## src/common/soc_defines.svh

```systemverilog
`ifndef SOC_DEFINES_SVH
`define SOC_DEFINES_SVH

// wishbone classic bus widths
`define WB_ADDR_W 32
`define WB_DATA_W 32
`define WB_SEL_W 4

`define RAM_ADDR_BITS 10 // 1024 words, 4 KB

// address map, every target owns one 4 KB window
`define RAM_BASE 32'h0000_0000
`define GPIO_BASE 32'h1000_0000
`define UART_BASE 32'h1000_1000
`define REGION_MASK 32'hFFFF_F000 // bits above the 4 KB window pick the target

`define GPIO_W 2 // bit 0 led, bit 1 soft reset

// serial side
`define UART_DIV 8 // clocks per bit, kept short for simulation
`define UART_STATUS_OFS 4 // busy flag register, data register sits at 0

`endif

```

## src/common/soc_pkg.sv

```systemverilog
`include "soc_defines.svh"

package soc_pkg;

  typedef logic [`WB_ADDR_W-1:0] addr_t; // byte address on the bus
  typedef logic [`WB_DATA_W-1:0] word_t; // one data word
  typedef logic [`WB_SEL_W-1:0] sel_t; // one bit per byte lane

  // bus owner
  typedef enum logic [1:0] {
    arb_idle,
    arb_m0,
    arb_m1
  } arb_state_t;

  // decoded target of the current address
  typedef enum logic [1:0] {
    sel_ram,
    sel_gpio,
    sel_uart,
    sel_none
  } slave_sel_t;

  typedef enum logic [1:0] {
    tx_idle,
    tx_start,
    tx_data,
    tx_stop
  } uart_state_t;

endpackage

```

## src/source/uart_tx.sv

```systemverilog
`timescale 1ns/1ns
`include "soc_defines.svh"

module uart_tx import soc_pkg::*; (
  input  logic  sys_clk,
  input  logic  sys_rst,
  input  logic  stb,
  input  logic  we,
  input  addr_t adr,
  input  word_t dat_w,
  output word_t dat_r,
  output logic  ack,
  output logic  txd
);

  localparam int BAUD_W = $clog2(`UART_DIV);

  uart_state_t       state;
  logic [BAUD_W-1:0] baud_cnt; // clocks inside the current bit
  logic [2:0]        bit_cnt; // data bit number
  logic [7:0]        shift_q; // lsb goes out first
  logic [7:0]        data_q; // last byte written
  logic              is_status;
  logic              busy;
  logic              data_wr;
  logic              accept;
  logic              bit_end;
  logic              line_bit;

  assign is_status = (adr[3:0] == 4'(`UART_STATUS_OFS));
  assign busy      = (state != tx_idle);
  assign data_wr   = stb && we && !is_status;
  assign accept    = data_wr && !ack && !busy; // byte taken only when idle
  assign bit_end   = (baud_cnt == BAUD_W'(`UART_DIV - 1));

  // a data write while busy waits here without ack, which stalls the bus
  always_ff @(posedge sys_clk or posedge sys_rst) begin
    if (sys_rst) ack <= 1'b0;
    else ack <= stb && !ack && !(data_wr && busy);
  end

  always_ff @(posedge sys_clk) begin
    if (stb && !ack) dat_r <= is_status ? word_t'(busy) : word_t'(data_q);
    if (accept) data_q <= dat_w[7:0];
  end

  always_ff @(posedge sys_clk) begin
    if (accept) shift_q <= dat_w[7:0];
    else if (state == tx_data && bit_end) shift_q <= shift_q >> 1;
  end

  // line level for the state being left, registered one clock later
  always_comb begin
    case (state)
      tx_start: line_bit = 1'b0;
      tx_data:  line_bit = shift_q[0];
      default:  line_bit = 1'b1; // idle and stop
    endcase
  end

  always_ff @(posedge sys_clk or posedge sys_rst) begin
    if (sys_rst) begin
      state    <= tx_idle;
      baud_cnt <= '0;
      bit_cnt  <= '0;
      txd      <= 1'b1;
    end else begin
      txd      <= line_bit; // frame starts the clock after the ack
      baud_cnt <= (state == tx_idle || bit_end) ? '0 : baud_cnt + 1'b1;
      case (state)
        tx_idle:  if (accept) state <= tx_start;
        tx_start: if (bit_end) state <= tx_data;
        tx_data: begin
          if (bit_end) begin
            bit_cnt <= bit_cnt + 1'b1; // wraps back to 0 after bit 7
            if (bit_cnt == 3'd7) state <= tx_stop;
          end
        end
        tx_stop:  if (bit_end) state <= tx_idle;
        default:  state <= tx_idle;
      endcase
    end
  end

endmodule
```

## config.mk

```make
export PLATFORM = sky130hd
export DESIGN_NAME = uart_tx
export DESIGN_NICKNAME = d
export VERILOG_FILES = /design/src/common/soc_pkg.sv /design/src/source/uart_tx.sv
export VERILOG_INCLUDE_DIRS = /design/src /design/src/common
export SDC_FILE = /design/constraint.sdc
export NUM_CORES = 1
export LEC_CHECK = 0
export BUFFER_PORTS_ARGS = -buffer_cell sky130_fd_sc_hd__buf_2
export CELL_PAD_IN_SITES_DETAIL_PLACEMENT = 1
export CELL_PAD_IN_SITES_GLOBAL_PLACEMENT = 1
export CORE_UTILIZATION = 34
export CTS_CLUSTER_DIAMETER = 150
export DETAILED_ROUTE_END_ITERATION = 10
export GPL_TIMING_DRIVEN = 0
export PLACE_DENSITY_LB_ADDON = 0.1
export SLEW_MARGIN = 20
export SYNTH_ARGS = -nofsm -noshare
export SYNTH_HDL_FRONTEND = slang
export SYNTH_SLANG_ARGS = --single-unit
```

## constraint.sdc

```tcl
create_clock -name sys_clk -period 2.29 [get_ports sys_clk]
set_input_delay 0.1145 -clock sys_clk [delete_from_list [all_inputs] [get_ports sys_clk]]
set_output_delay 0.1145 -clock sys_clk [all_outputs]
set_load 0.01 [all_outputs]
```

==> results, run 1 <==
- After synthesis, the largest family of logic cells by area is buffers and inverters.
- The initial antenna violation count came to 0.
- In the layout the commonest cells are sky130_fd_sc_hd__buf_2 (26), sky130_fd_sc_hd__buf_4 (24), sky130_fd_sc_hd__conb_1 (24), sky130_fd_sc_hd__edfxtp_1 (24).
- The warning count from the yosys run is 0.
- Synthesis inferred 34 register bits.
- The startpoint type of the worst setup path is a register.
- Prior to clock tree synthesis, the placed netlist has a worst setup slack of 0.621 ns.
- Headroom to the max-slew limit came out at 52.4%.
- The nature of the critical path endpoint is a register.
- At the pin with the least slew margin, the transition time is 0.713 ns.
- The smallest setup slack after layout is 0.643 ns.
- The first-pass GRT wire length is 4470 µm.
- The number of instances in the synthesized netlist is 116.
- The worst path uses 71.9% of the clock period.
- The register clock-pin slew on the reported worst setup and hold paths is 0.07 ns.
- Of the cells placed in the final design, the portion with a size suffix greater than 1 is 43.9%.
- The final reports fail on design-rule violations.
- The class of the tightest hold or removal check is in2reg.
- The root buffer cell is sky130_fd_sc_hd__clkbuf_8.
- The complex-gate fraction of the synthesized area is 2.60%.
- Data on the critical path is required at its endpoint by 2.25 ns.
- The number of top-level pins is 102.
- Global routing used 11.9% of the available tracks across all layers.
- The count of inserted antenna diode cells is 0.
- The number of pins with negative max-slew slack in the final report came to 0.
- Setup violations remaining at the end of the flow were counted as 0.
- The core region is 4500 µm².
- The adder-cell share of the synthesized area is 7.64%.
- Dividing total power by cell area gives a power density of 637 nW/µm².
- The number of placement rows is 24.
- The count of maximum capacitance violations is 0.
- In this run, post-CTS repair resized a total of 0 instances.
- The number of global-route vias before repair came to 980.
- The clock tree from TritonCTS is built.
- In this run the biggest area consumer among cell types represents 44.0% of the synthesized area.
- The number of failing hold endpoints at the final stage is 0.
- Detailed placement finished with a half-perimeter wire length of 2130 µm.
- Based on the critical path, the design can be clocked at up to 607 MHz.
- Data arrives at the worst endpoint at 1.61 ns.
- The average cell area after synthesis is 14.1 µm².
- The final critical delay including setup and external delays is 1.65 ns.
- Sequential cells were found to cover 59.4% of the synthesized design area.
- The final worst clock skew is 0.00488 ns.
- The final routed wirelength across all metal layers is 2660 µm.
- The synthesized netlist devotes 9.17% of its cell area to simple gates.
- The mean routed wirelength per cell is 11.8 µm.
- The number of filler cells placed in the layout is 495.
- The total of buffers placed on input and output ports is 25.
- The post-synthesis share of cell area spent on xor and xnor gates is 0.535%.
- The number of distinct standard cells referenced by the synthesized netlist is 27.
- In the routed layout, each cell is associated on average with a via count of 4.18.
- The biggest fanout along the worst timing path is 9.
- The die extent in y is 71.4 µm.
- The clock network latency to the later pin of the worst-skew pair is 0.28 ns.
- The longest clock path from root to sink contains 2 buffers.
- The detail route stage leaves a number of antenna-violating nets equal to 0.
- Entering global routing, the biggest net connects 12 pins.
- Leaving out fill and tap cells, the most frequent cell in the layout is sky130_fd_sc_hd__buf_2.
- The number of levels in the clock H-tree is 2.
- The floorplan die width is 71.4 µm.
- The number of vias in the routed layout is 941.
- Of all cell types, the one taking the most synthesized area is sky130_fd_sc_hd__edfxtp_1.
- The final total negative setup slack is 0 ns.
- The worst setup path is of the reg2reg kind.
- The detailed-router iteration count before antenna repair is 7.
- Once the clock tree was built, the setup fixing pass inserted 0 buffers.
- Across the VDD grid, the largest voltage drop is 0.000332 V.
- Yosys attributes the largest share of cell area to sky130_fd_sc_hd__edfxtp_1 (44%), sky130_fd_sc_hd__dfrtp_1 (14%), sky130_fd_sc_hd__buf_4 (11%).
- The run finished, with violations left.
- For this design the static power due to leakage is 0.000990 µW.
- The portion of netlist area occupied by mux cells is 7.49%.
- The post-synthesis to final-layout area growth is 24.1%.
- The initial utilization of the core area, before any placement, comes to 36.4%.
- The total overflow left after global routing is 0.
- The number of nets in the layout is 250.
- The post-detailed-route DRC marker count is 6.
- Summing every instance area after synthesis gives 1640 µm².
- The floorplan step defined a die boundary enclosing 5100 µm².
- The number of violations reported at the end of detailed-routing iteration 0 is 35.
- The placer congestion estimate is 0.732.
- CTS saw 34 sinks.
- Setup repair after global routing left no endpoint under its margin.
- Clock tree synthesis inserted a total of 5 buffers.
## worst paths after layout
path / from / end / slack, ns / cells after the start
worst max-delay path: state[0] / shift_q[2] / 0.64 / 5
worst min-delay path: dat_w[4] / data_q[4] / 0.02 / 1
worst max register to register: state[0] / shift_q[2] / 0.64 / 5
worst min register to register: baud_cnt[0] / baud_cnt[0] / 0.45 / 1
max in group asynchronous: sys_rst / txd / 1.62 / 3
min in group asynchronous: sys_rst / state[0] / 0.36 / 3
## through the flow
stage	instances	hold slack (ns)	util (%)	power, µW	cell area (µm²)
finish	225	0.0168	45.1	1300	2030
detailed placement	216	0.116	42.5	772	1910
global placement	216	0.106	42.5	771	1910
CTS	225	0.00726	45.1	1310	2030
floorplan	139	-0.0460	-	745	1720
global route	225	0.00781	45.1	1350	2030
## synthesized netlist by cell type (all sizes together)
cell type,n
nor2,3
inv,6
dfrtp,9
mux2,10
o31a,1
conb,1
and3,1
nor4b,1
edfxtp,24
dfstp,1
nor3,2
clkbuf,1
xnor2,1
nor2b,8
o221ai,1
o21ai,2
nor3b,2
nand2,4
a21oi,1
mux2i,1
ha,10
buf,25
nand3b,1
## power breakdown
part | switching (µW) | internal (µW)
clock | 213 | 320
combinational | 50.0 | 45.9
sequential | 1.91 | 665
total | 265 | 1030
## what timing repair did
item / CTS / global route
hold buffers: 1 / 0
hold endpoints to repair: 9 / 0
endpoints found under the setup margin: 0 / 0
## layout make-up
type	instances	area [µm²]	area share, %
Timing Repair Buffer	26	135	6.65
Clock buffer	5	68.8	3.38
Buffer	26	190	9.35
Sequential cell	34	972	47.8
Multi-Input combinational cell	73	539	26.5
Clock inverter	3	40.0	1.97
Inverter	6	22.5	1.11
Tap cell	52	65.1	3.20
## sequential cells by signal, summed over array words and instances (netlist names)
name and count:
bit_cnt 3, baud_cnt 3, dat_r 8, txd 1, data_q 8, state 2
ack 1, shift_q 8
## logic make-up after synthesis
| group | count (synthesis) |
|---|---|
| DFF | 34 |
| buffers and inverters | 32 |
| and+or+nand+nor | 22 |
| muxes | 11 |
| adders and majority gates | 10 |
| AOI/OAI and AO/OA | 5 |
| other | 1 |
| xor gates and xnor gates | 1 |
## critical path, stage by stage (launching register included)
cell and delay, ns:
sky130_fd_sc_hd__dfrtp_1 0.41, sky130_fd_sc_hd__inv_1 0.15, sky130_fd_sc_hd__ha_1 0.16, sky130_fd_sc_hd__buf_2 0.20, sky130_fd_sc_hd__nand2_4 0.12, sky130_fd_sc_hd__nand2_1 0.28
## per-layer routing
metal / global-route usage [%] / routed length (µm) / up-vias
li1: - / - / 459
met1: 12.6 / 1070 / 432
met2: 21.0 / 1290 / 45
met3: 4.78 / 266 / 5
met4: 4.67 / 38 / 0
met5: 0 / 0 / -
(Power assumes the default switching activity.)
==> inputs of run 2 (changes only) <==
Settings changed: ABC_AREA from default to 1, CORE_UTILIZATION 34 to 31.
Clock period 2.29 ns to 1.6 ns, I/O delays scaled along.
==> results, run 2 <==
- After synthesis the netlist holds a flip-flop and latch count of 34.
- The arrival time at the worst endpoint is 1.52 ns.
- The nature of the critical path endpoint is a register.
- In the layout the commonest cells are sky130_fd_sc_hd__nand2_1 (34), sky130_fd_sc_hd__buf_4 (27), sky130_fd_sc_hd__buf_2 (25).
- The clock network burns 28.9% of the power.
- The first-pass GRT wire length is 4850 µm.
- The required time of the critical path is 1.64 ns.
- The most area-hungry cell type in the Yosys netlist is sky130_fd_sc_hd__edfxtp_1.
- The first detailed-routing pass took 4 iterations.
- A synthesized cell averages 10.8 µm².
- In the post-synthesis netlist, the cell with the most instances is sky130_fd_sc_hd__nand2_1.
- The slew at the pin with the worst max-slew slack is 0.665 ns.
- The class of the tightest hold or removal check is in2reg.
- The root buffer cell is sky130_fd_sc_hd__clkbuf_8.
- The final critical delay including setup and external delays is 1.47 ns.
- Wires add up to 2990 µm.
- After layout, the worst path uses 92.0% of the clock period.
- Clock skew on the completed layout was measured at 0.00628 ns.
- Counting every sink on the clock net gives 34.
- The die is 75.8 µm tall.
- Dividing total power by cell area gives a power density of 1220 nW/µm².
- VDD sags by at most 0.000484 V.
- Derived from the worst setup path, the maximum achievable clock frequency is 679 MHz.
- Of all flip-flops after synthesis, the portion carrying an async set or reset was 29.4%.
- The final total negative setup slack is 0 ns.
- Combinational cells account for 27.9% of the total power.
- The register clock-pin slew on the reported worst setup and hold paths is 0.07 ns.
- The synthesized-area fraction occupied by and/or/nand/nor cells is 15.9%.
- The critical path contains buffers and inverters numbering 3 combined.
- After synthesis, the most frequently instantiated cells are sky130_fd_sc_hd__nand2_1 (35), sky130_fd_sc_hd__buf_4 (24), sky130_fd_sc_hd__edfxtp_1 (24).
- The most common flop cell mapped by yosys is sky130_fd_sc_hd__edfxtp_1.
- The analysis attributes to cell leakage a power of 0.00115 µW.
- For the worst-skew pair, the clock arrives at the later sink with an insertion delay of 0.29 ns.
- Measured against its own limit, the worst slew margin works out to 55.5%.
- The portion of netlist area occupied by mux cells is 1.33%.
- The biggest fanout along the worst timing path is 15.
- The post-route met1 wirelength is 1260 µm.
- The die area is 5750 µm².
- The number of pins with negative max-slew slack in the final report was 0.
- Global routing consumed, over all layers together, 11.5% of the routing resources.
- In this design, the stage delay of the slowest critical-path cell is 0.41 ns.
- The clock passes through at most 2 buffers.
- The post-synthesis share of cell area spent on xor and xnor gates is 0.518%.
- Once layout is complete, the utilization of the core stands at 43.0%.
- Ranked by total cell area, the synthesized netlist is headed by sky130_fd_sc_hd__edfxtp_1 (43%), sky130_fd_sc_hd__dfrtp_1 (13%), sky130_fd_sc_hd__buf_4 (11%).
- The post-synthesis cell area is 1690 µm².
- Once detail routing completed, the nets flagged for antenna violations numbered 0.
- The initial antenna violation count is 0.
- The fraction of post-synthesis cell area in the top cell type by area is 42.6%.
- The cell with the largest stage delay on the worst path is sky130_fd_sc_hd__dfrtp_1.
- The number of failing hold endpoints at the final stage is 0.
- The half-perimeter wire length of the detailed placement result is 2300 µm.
- The number of buffers created by CTS is 5.
- The die is 75.8 µm wide.
- The clock tree synthesis step divided the H-tree into 2 levels.
- The warning count from the yosys run is 0.
- Across the run, the number of max-cap violations was 0.
- Dividing the detail-routed wire length by the instance count gives 10.1 µm.
- The post-synthesis to final-layout area growth is 31.6%.
- The dominant combinational cell family by area after synthesis is buffers and inverters.
- The placer congestion estimate is 0.713.
- Detailed routing placed a total of 1490 µm of wire on met2.
- The number of placement rows is 26.
- The routed layout has 1127 vias.
- The internal power of the cells totals 1890 µW.
- The commonest non-fill, non-tap cell in the layout is sky130_fd_sc_hd__nand2_1.
- The fraction of final layout cells with drive strength greater than 1 is 34.2%.
- The synthesized netlist contains 21 unique library cells.
- The clock tree from TritonCTS is built.
- The number of global-route vias before repair is 1123.
- The total of buffers placed on input and output ports is 25.
- Traced cell by cell, the critical path runs through inv_2 > ha_1 > inv_2 > nor2_8 > buf_4 > nand2_1 > nand2_1.
- The core region is 5170 µm².
- The part of the power in registers is 43.2%.
- The count of inserted antenna diode cells is 0.
- The routed design uses 171 µm of met3 wire.
- The switching power summed over all nets is 834 µW.
- Across all setup checks in the final design, the least slack found is 0.127 ns.
- The fraction of the yosys area taken by sequential cells is 57.5%.
- Counting the fill cells in the layout gives 602.
- The number of violations reported at the end of detailed-routing iteration 0 is 8.
- The initial standard-cell utilization of the core is 32.7%.
- The post-detailed-route DRC marker count is 0.
- Counting flops with a built-in enable in the synthesized netlist gives 24.
- The final layout contains 302 nets.
- In the final layout, the registers with the most flip-flops are dat_r: 8 flops, data_q: 8 flops, shift_q: 8 flops.
- STA classifies the critical path startpoint as a register.
- The number of instances in the synthesized netlist is 157.
- Entering global routing, the biggest net connects 16 pins.
- The start-to-end type of the worst setup path is reg2reg.
- Setup repair after global routing left no endpoint under its margin.
- The run finished with clean final reports.
- The switching power as a share of total power is 30.6%.
- Setup violations remaining at the end of the flow were counted as 0.
- At the placement stage, the worst setup path has a slack of -0.191 ns.
- The adder-cell share of the synthesized area is 7.40%.
- The highest routed metal layer is met4.
- The complex-gate fraction of the synthesized area is 0.888%.
- The residual overflow from global routing is 0.
- The family with the most delay on the worst path is flip-flops.
- The post-detailed-route via-to-cell ratio is 3.82.
- In this run the count of I/O pins placed on the die edge is 102.
run 2: worst paths after layout:
check                                  from     endpoint  slack (ns)  depth (start not counted)
worst min-delay path                     we          ack        0.18                          6
worst min register to register  baud_cnt[0]  baud_cnt[0]        0.45                          1
worst max-delay path               state[0]   shift_q[5]        0.13                          7
min in group asynchronous           sys_rst     state[1]        0.31                          3
worst max register to register     state[0]   shift_q[5]        0.13                          7
max in group asynchronous           sys_rst          txd        0.98                          3
run 2: cell families (layout without fill, tap and decap cells):
kind of cell / Yosys count / count (layout)
muxes: 2 / 2
buffers and inverters: 48 / 93
DFF: 34 / 34
and+or+nand+nor: 58 / 58
xor gates and xnor gates: 1 / 1
adders and majority gates: 10 / 10
other: 1 / 24
AOI/OAI and AO/OA: 3 / 3
run 2: power groups by stage:
stage                     Sequential (µW)  Clock [µW]  Combinational (µW)
final                                1180         787                 758
after global routing                 1200         838                 877
after CTS                            1180         813                 714
after detailed placement             1200           0                 690
after global placement               1190           0                 648
after floorplan                      1200           0                 496
run 2: repair_timing:
item,in CTS,in global routing
pin swaps,1,1
hold endpoints to repair,17,0
resized for setup,0,4
endpoints found under the setup margin,15,25
buffers inserted,1,2
hold buffers,9,0
run 2: stage by stage:
step | std cells | hold slack, ns | total power (µW) | area [µm²]
6_report | 295 | 0.180 | 2720 | 2220
2_1_floorplan | 180 | -0.0805 | 1700 | 1780
3_5_place_dp | 275 | 0.0837 | 1890 | 1990
4_1_cts | 293 | 0.175 | 2710 | 2200
3_3_place_gp | 275 | 0.0733 | 1840 | 1990
5_1_grt | 295 | 0.210 | 2910 | 2220
run 2: final cells by class:
class	count	area [µm²]	share of cell area [%]
timing repair buffer	37	238	10.7
tap	70	87.6	3.94
multi-input combinational	98	539	24.2
sequential	34	972	43.7
clock buffer	5	68.8	3.09
clock inverter	3	45.0	2.02
inverter	24	93.8	4.22
buffer	24	180	8.10
run 2: layer usage:
layer / vias to the layer above / global-route usage [%]
met3: 5 / 3.44
met1: 508 / 13.2
met5: - / 0
met2: 41 / 19.5
met4: 0 / 5.56
li1: 573 / -
run 2: tightest hold or removal path, delay by kind of cell:
family	cells	cell delay (ns)
simple gates	3	0.18
buf+inv	3	0.17
==> inputs of run 3 (changes only) <==
Settings changed: CORE_MARGIN from default to 10.
==> results, run 3 (synthesized netlist as in run 2, its figures left out) <==
- Clock-pin slew was measured on the worst setup and hold paths at 0.07 ns.
- The critical path contains buffers and inverters numbering 3 combined.
- The peak supply drop is 0.000434 V.
- The tool flagged a number of max-cap violations equal to 0.
- The number of top-level pins is 102.
- The worst path meets setup with 0.117 ns of slack.
- In the final routed layout, each cell accounts on average for 11.7 µm.
- Compared with the post-synthesis result, the final layout area differs by 34.0%.
- The setup slack of the most critical reg-to-reg path is 0.12 ns.
- The clock network latency to the later pin of the worst-skew pair is 0.28 ns.
- From left edge to right edge, the die measures 93.8 µm.
- The count of inserted antenna diode cells is 0.
- The post-route total power is 2940 µW.
- The static leakage power is 0.00118 µW.
- STA classifies the critical path endpoint as a register.
- Clock skew on the completed layout was measured at 0.00773 ns.
- The critical path goes through inv_2 > ha_1 > inv_2 > nor2_8 > buf_4 > nand2_1 > nand2_1.
- The power per cell area is 1300 nW/µm².
- The number of levels in the clock H-tree is 2.
- The final critical path takes up 92.7% of the cycle.
- After floorplanning, the core was divided into 26 placement rows.
- The commonest non-fill, non-tap cell in the layout is sky130_fd_sc_hd__nand2_1.
- After the first detailed-routing iteration, the DRC count stood at 35.
- In this design, the stage delay of the slowest critical-path cell is 0.42 ns.
- The tree built by TritonCTS fans out to 34 sinks.
- Detailed routing inserted a total of 1143 vias.
- The number of global-route vias before repair is 1294.
- The number of failing hold endpoints at the final stage is 0.
- The run finished with clean final reports.
- At the placement stage, the worst setup path has a slack of -0.227 ns.
- The pre-antenna-repair detailed-routing pass consisted of 2 iterations.
- In this run the worst path has a maximum fanout of 15.
- Measured against its own limit, the worst slew margin works out to 57.7%.
- In this run the tool buffered the top-level ports with 25 buffer cells.
- The initial antenna violation count is 0.
- The slew at the pin with the worst max-slew slack is 0.632 ns.
- TritonCTS built the clock tree.
- The final critical delay including setup and external delays is 1.48 ns.
- The initial utilization of the core area, before any placement, comes to 32.5%.
- The critical path in this run is classified as reg2reg.
- Entering global routing, the biggest net connects 16 pins.
- The number of pins with negative max-slew slack in the final report is 0.
- The fraction of the core area covered by cells at the end of the flow is 43.5%.
- The class of the tightest hold or removal check is in2reg.
- The first global-routing pass estimated 5800 µm of wire.
- The die area is 8810 µm².
- In this design, the largest share of critical-path delay is due to flip-flops.
- The required time of the critical path is 1.64 ns.
- In the final layout, the registers with the most flip-flops are dat_r: 8 flops, data_q: 8 flops, shift_q: 8 flops.
- The post-detailed-route via-to-cell ratio is 3.85.
- The cell sitting at the root of the clock tree is a sky130_fd_sc_hd__clkbuf_8.
- Setup violations remaining at the end of the flow were counted as 0.
- The cell with the largest stage delay on the worst path is sky130_fd_sc_hd__dfrtp_1.
- The clock tree buffer depth is 2.
- The half-perimeter wire length of the detailed placement result is 2770 µm.
- In this run the remaining antenna-violating nets after routing total 0.
- The arrival time at the worst endpoint is 1.52 ns.
- The number of nets in the layout is 304.
- The worst setup path is launched from a register.
- The die extent in y is 93.8 µm.
- Leaving out fill and tap cells, the most frequent cells in the layout are sky130_fd_sc_hd__nand2_1 (34), sky130_fd_sc_hd__buf_4 (29), sky130_fd_sc_hd__buf_2 (25).
- In the routed design, unresolved DRC markers number 0.
- The achievable clock frequency is 674 MHz.
- The final routed wirelength across all metal layers is 3480 µm.
- Global routing used 8.23% of the available tracks across all layers.
- The core area is 5200 µm².
- In this run, CTS created clock tree buffers numbering 5.
- The fraction of final layout cells with drive strength greater than 1 is 34.4%.
- For this run the aggregate overflow at the end of global routing stands at 0.
- The congestion estimate from routability-driven global placement came to 0.726.
[run 3: repair_timing]
item	4_1_cts	5_1_grt
buffers inserted	1	4
gates resized for setup	1	3
hold buffers	9	0
endpoints found under the hold margin	17	0
setup endpoints to repair	15	15
pin swaps	1	1
[run 3: report_power, final]
part           internal, µW  switching [µW]
Sequential             1110            64.6
Clock                   624             322
Combinational           353             463
Total                  2090             850
[run 3: worst paths after layout]
kind / from / endpoint / depth (start not counted)
setup reg to reg: state[0] / shift_q[2] / 7
max in group asynchronous: sys_rst / txd / 3
hold reg to reg: baud_cnt[0] / baud_cnt[0] / 1
hold / removal: we / ack / 6
min in group asynchronous: sys_rst / baud_cnt[2] / 3
setup / recovery: state[0] / shift_q[2] / 7
[run 3: layer usage]
metal  up-vias  part of all wire (%)  routed length (µm)  global-route usage [%]
li1        578                     -                   -                       -
met1       518                    39                1350                    8.03
met2        42                    49                1700                    14.2
met3         5                    11                 393                    4.96
met4         0                   1.2                  43                    2.66
met5         -                     0                   0                       0
[run 3: layout make-up]
type	count	area [µm²]
Tap cell	70	87.6
Sequential cell	34	972
Buffer	24	180
Clock buffer	5	68.8
Clock inverter	3	68.8
Fill cell	618	2940
Timing Repair Buffer	39	253
Multi-Input combinational cell	98	542
Inverter	24	93.8
[run 3: worst min-delay path: cells and delay by family]
kind	cells	cell delay (ns)
buffers and inverters	3	0.17
and+or+nand+nor	3	0.19
[run 3: per-stage QoR]
stage | instances | hold WS [ns] | TNS, ns | area [µm²]
after CTS | 293 | 0.192 | 0 | 2230
after detailed placement | 275 | 0.0863 | -2.37 | 1990
final | 297 | 0.199 | 0 | 2270
after floorplan | 180 | -0.0805 | 0 | 1780
after global placement | 275 | 0.0758 | -1.54 | 1990
after global routing | 297 | 0.235 | -0.0303 | 2270
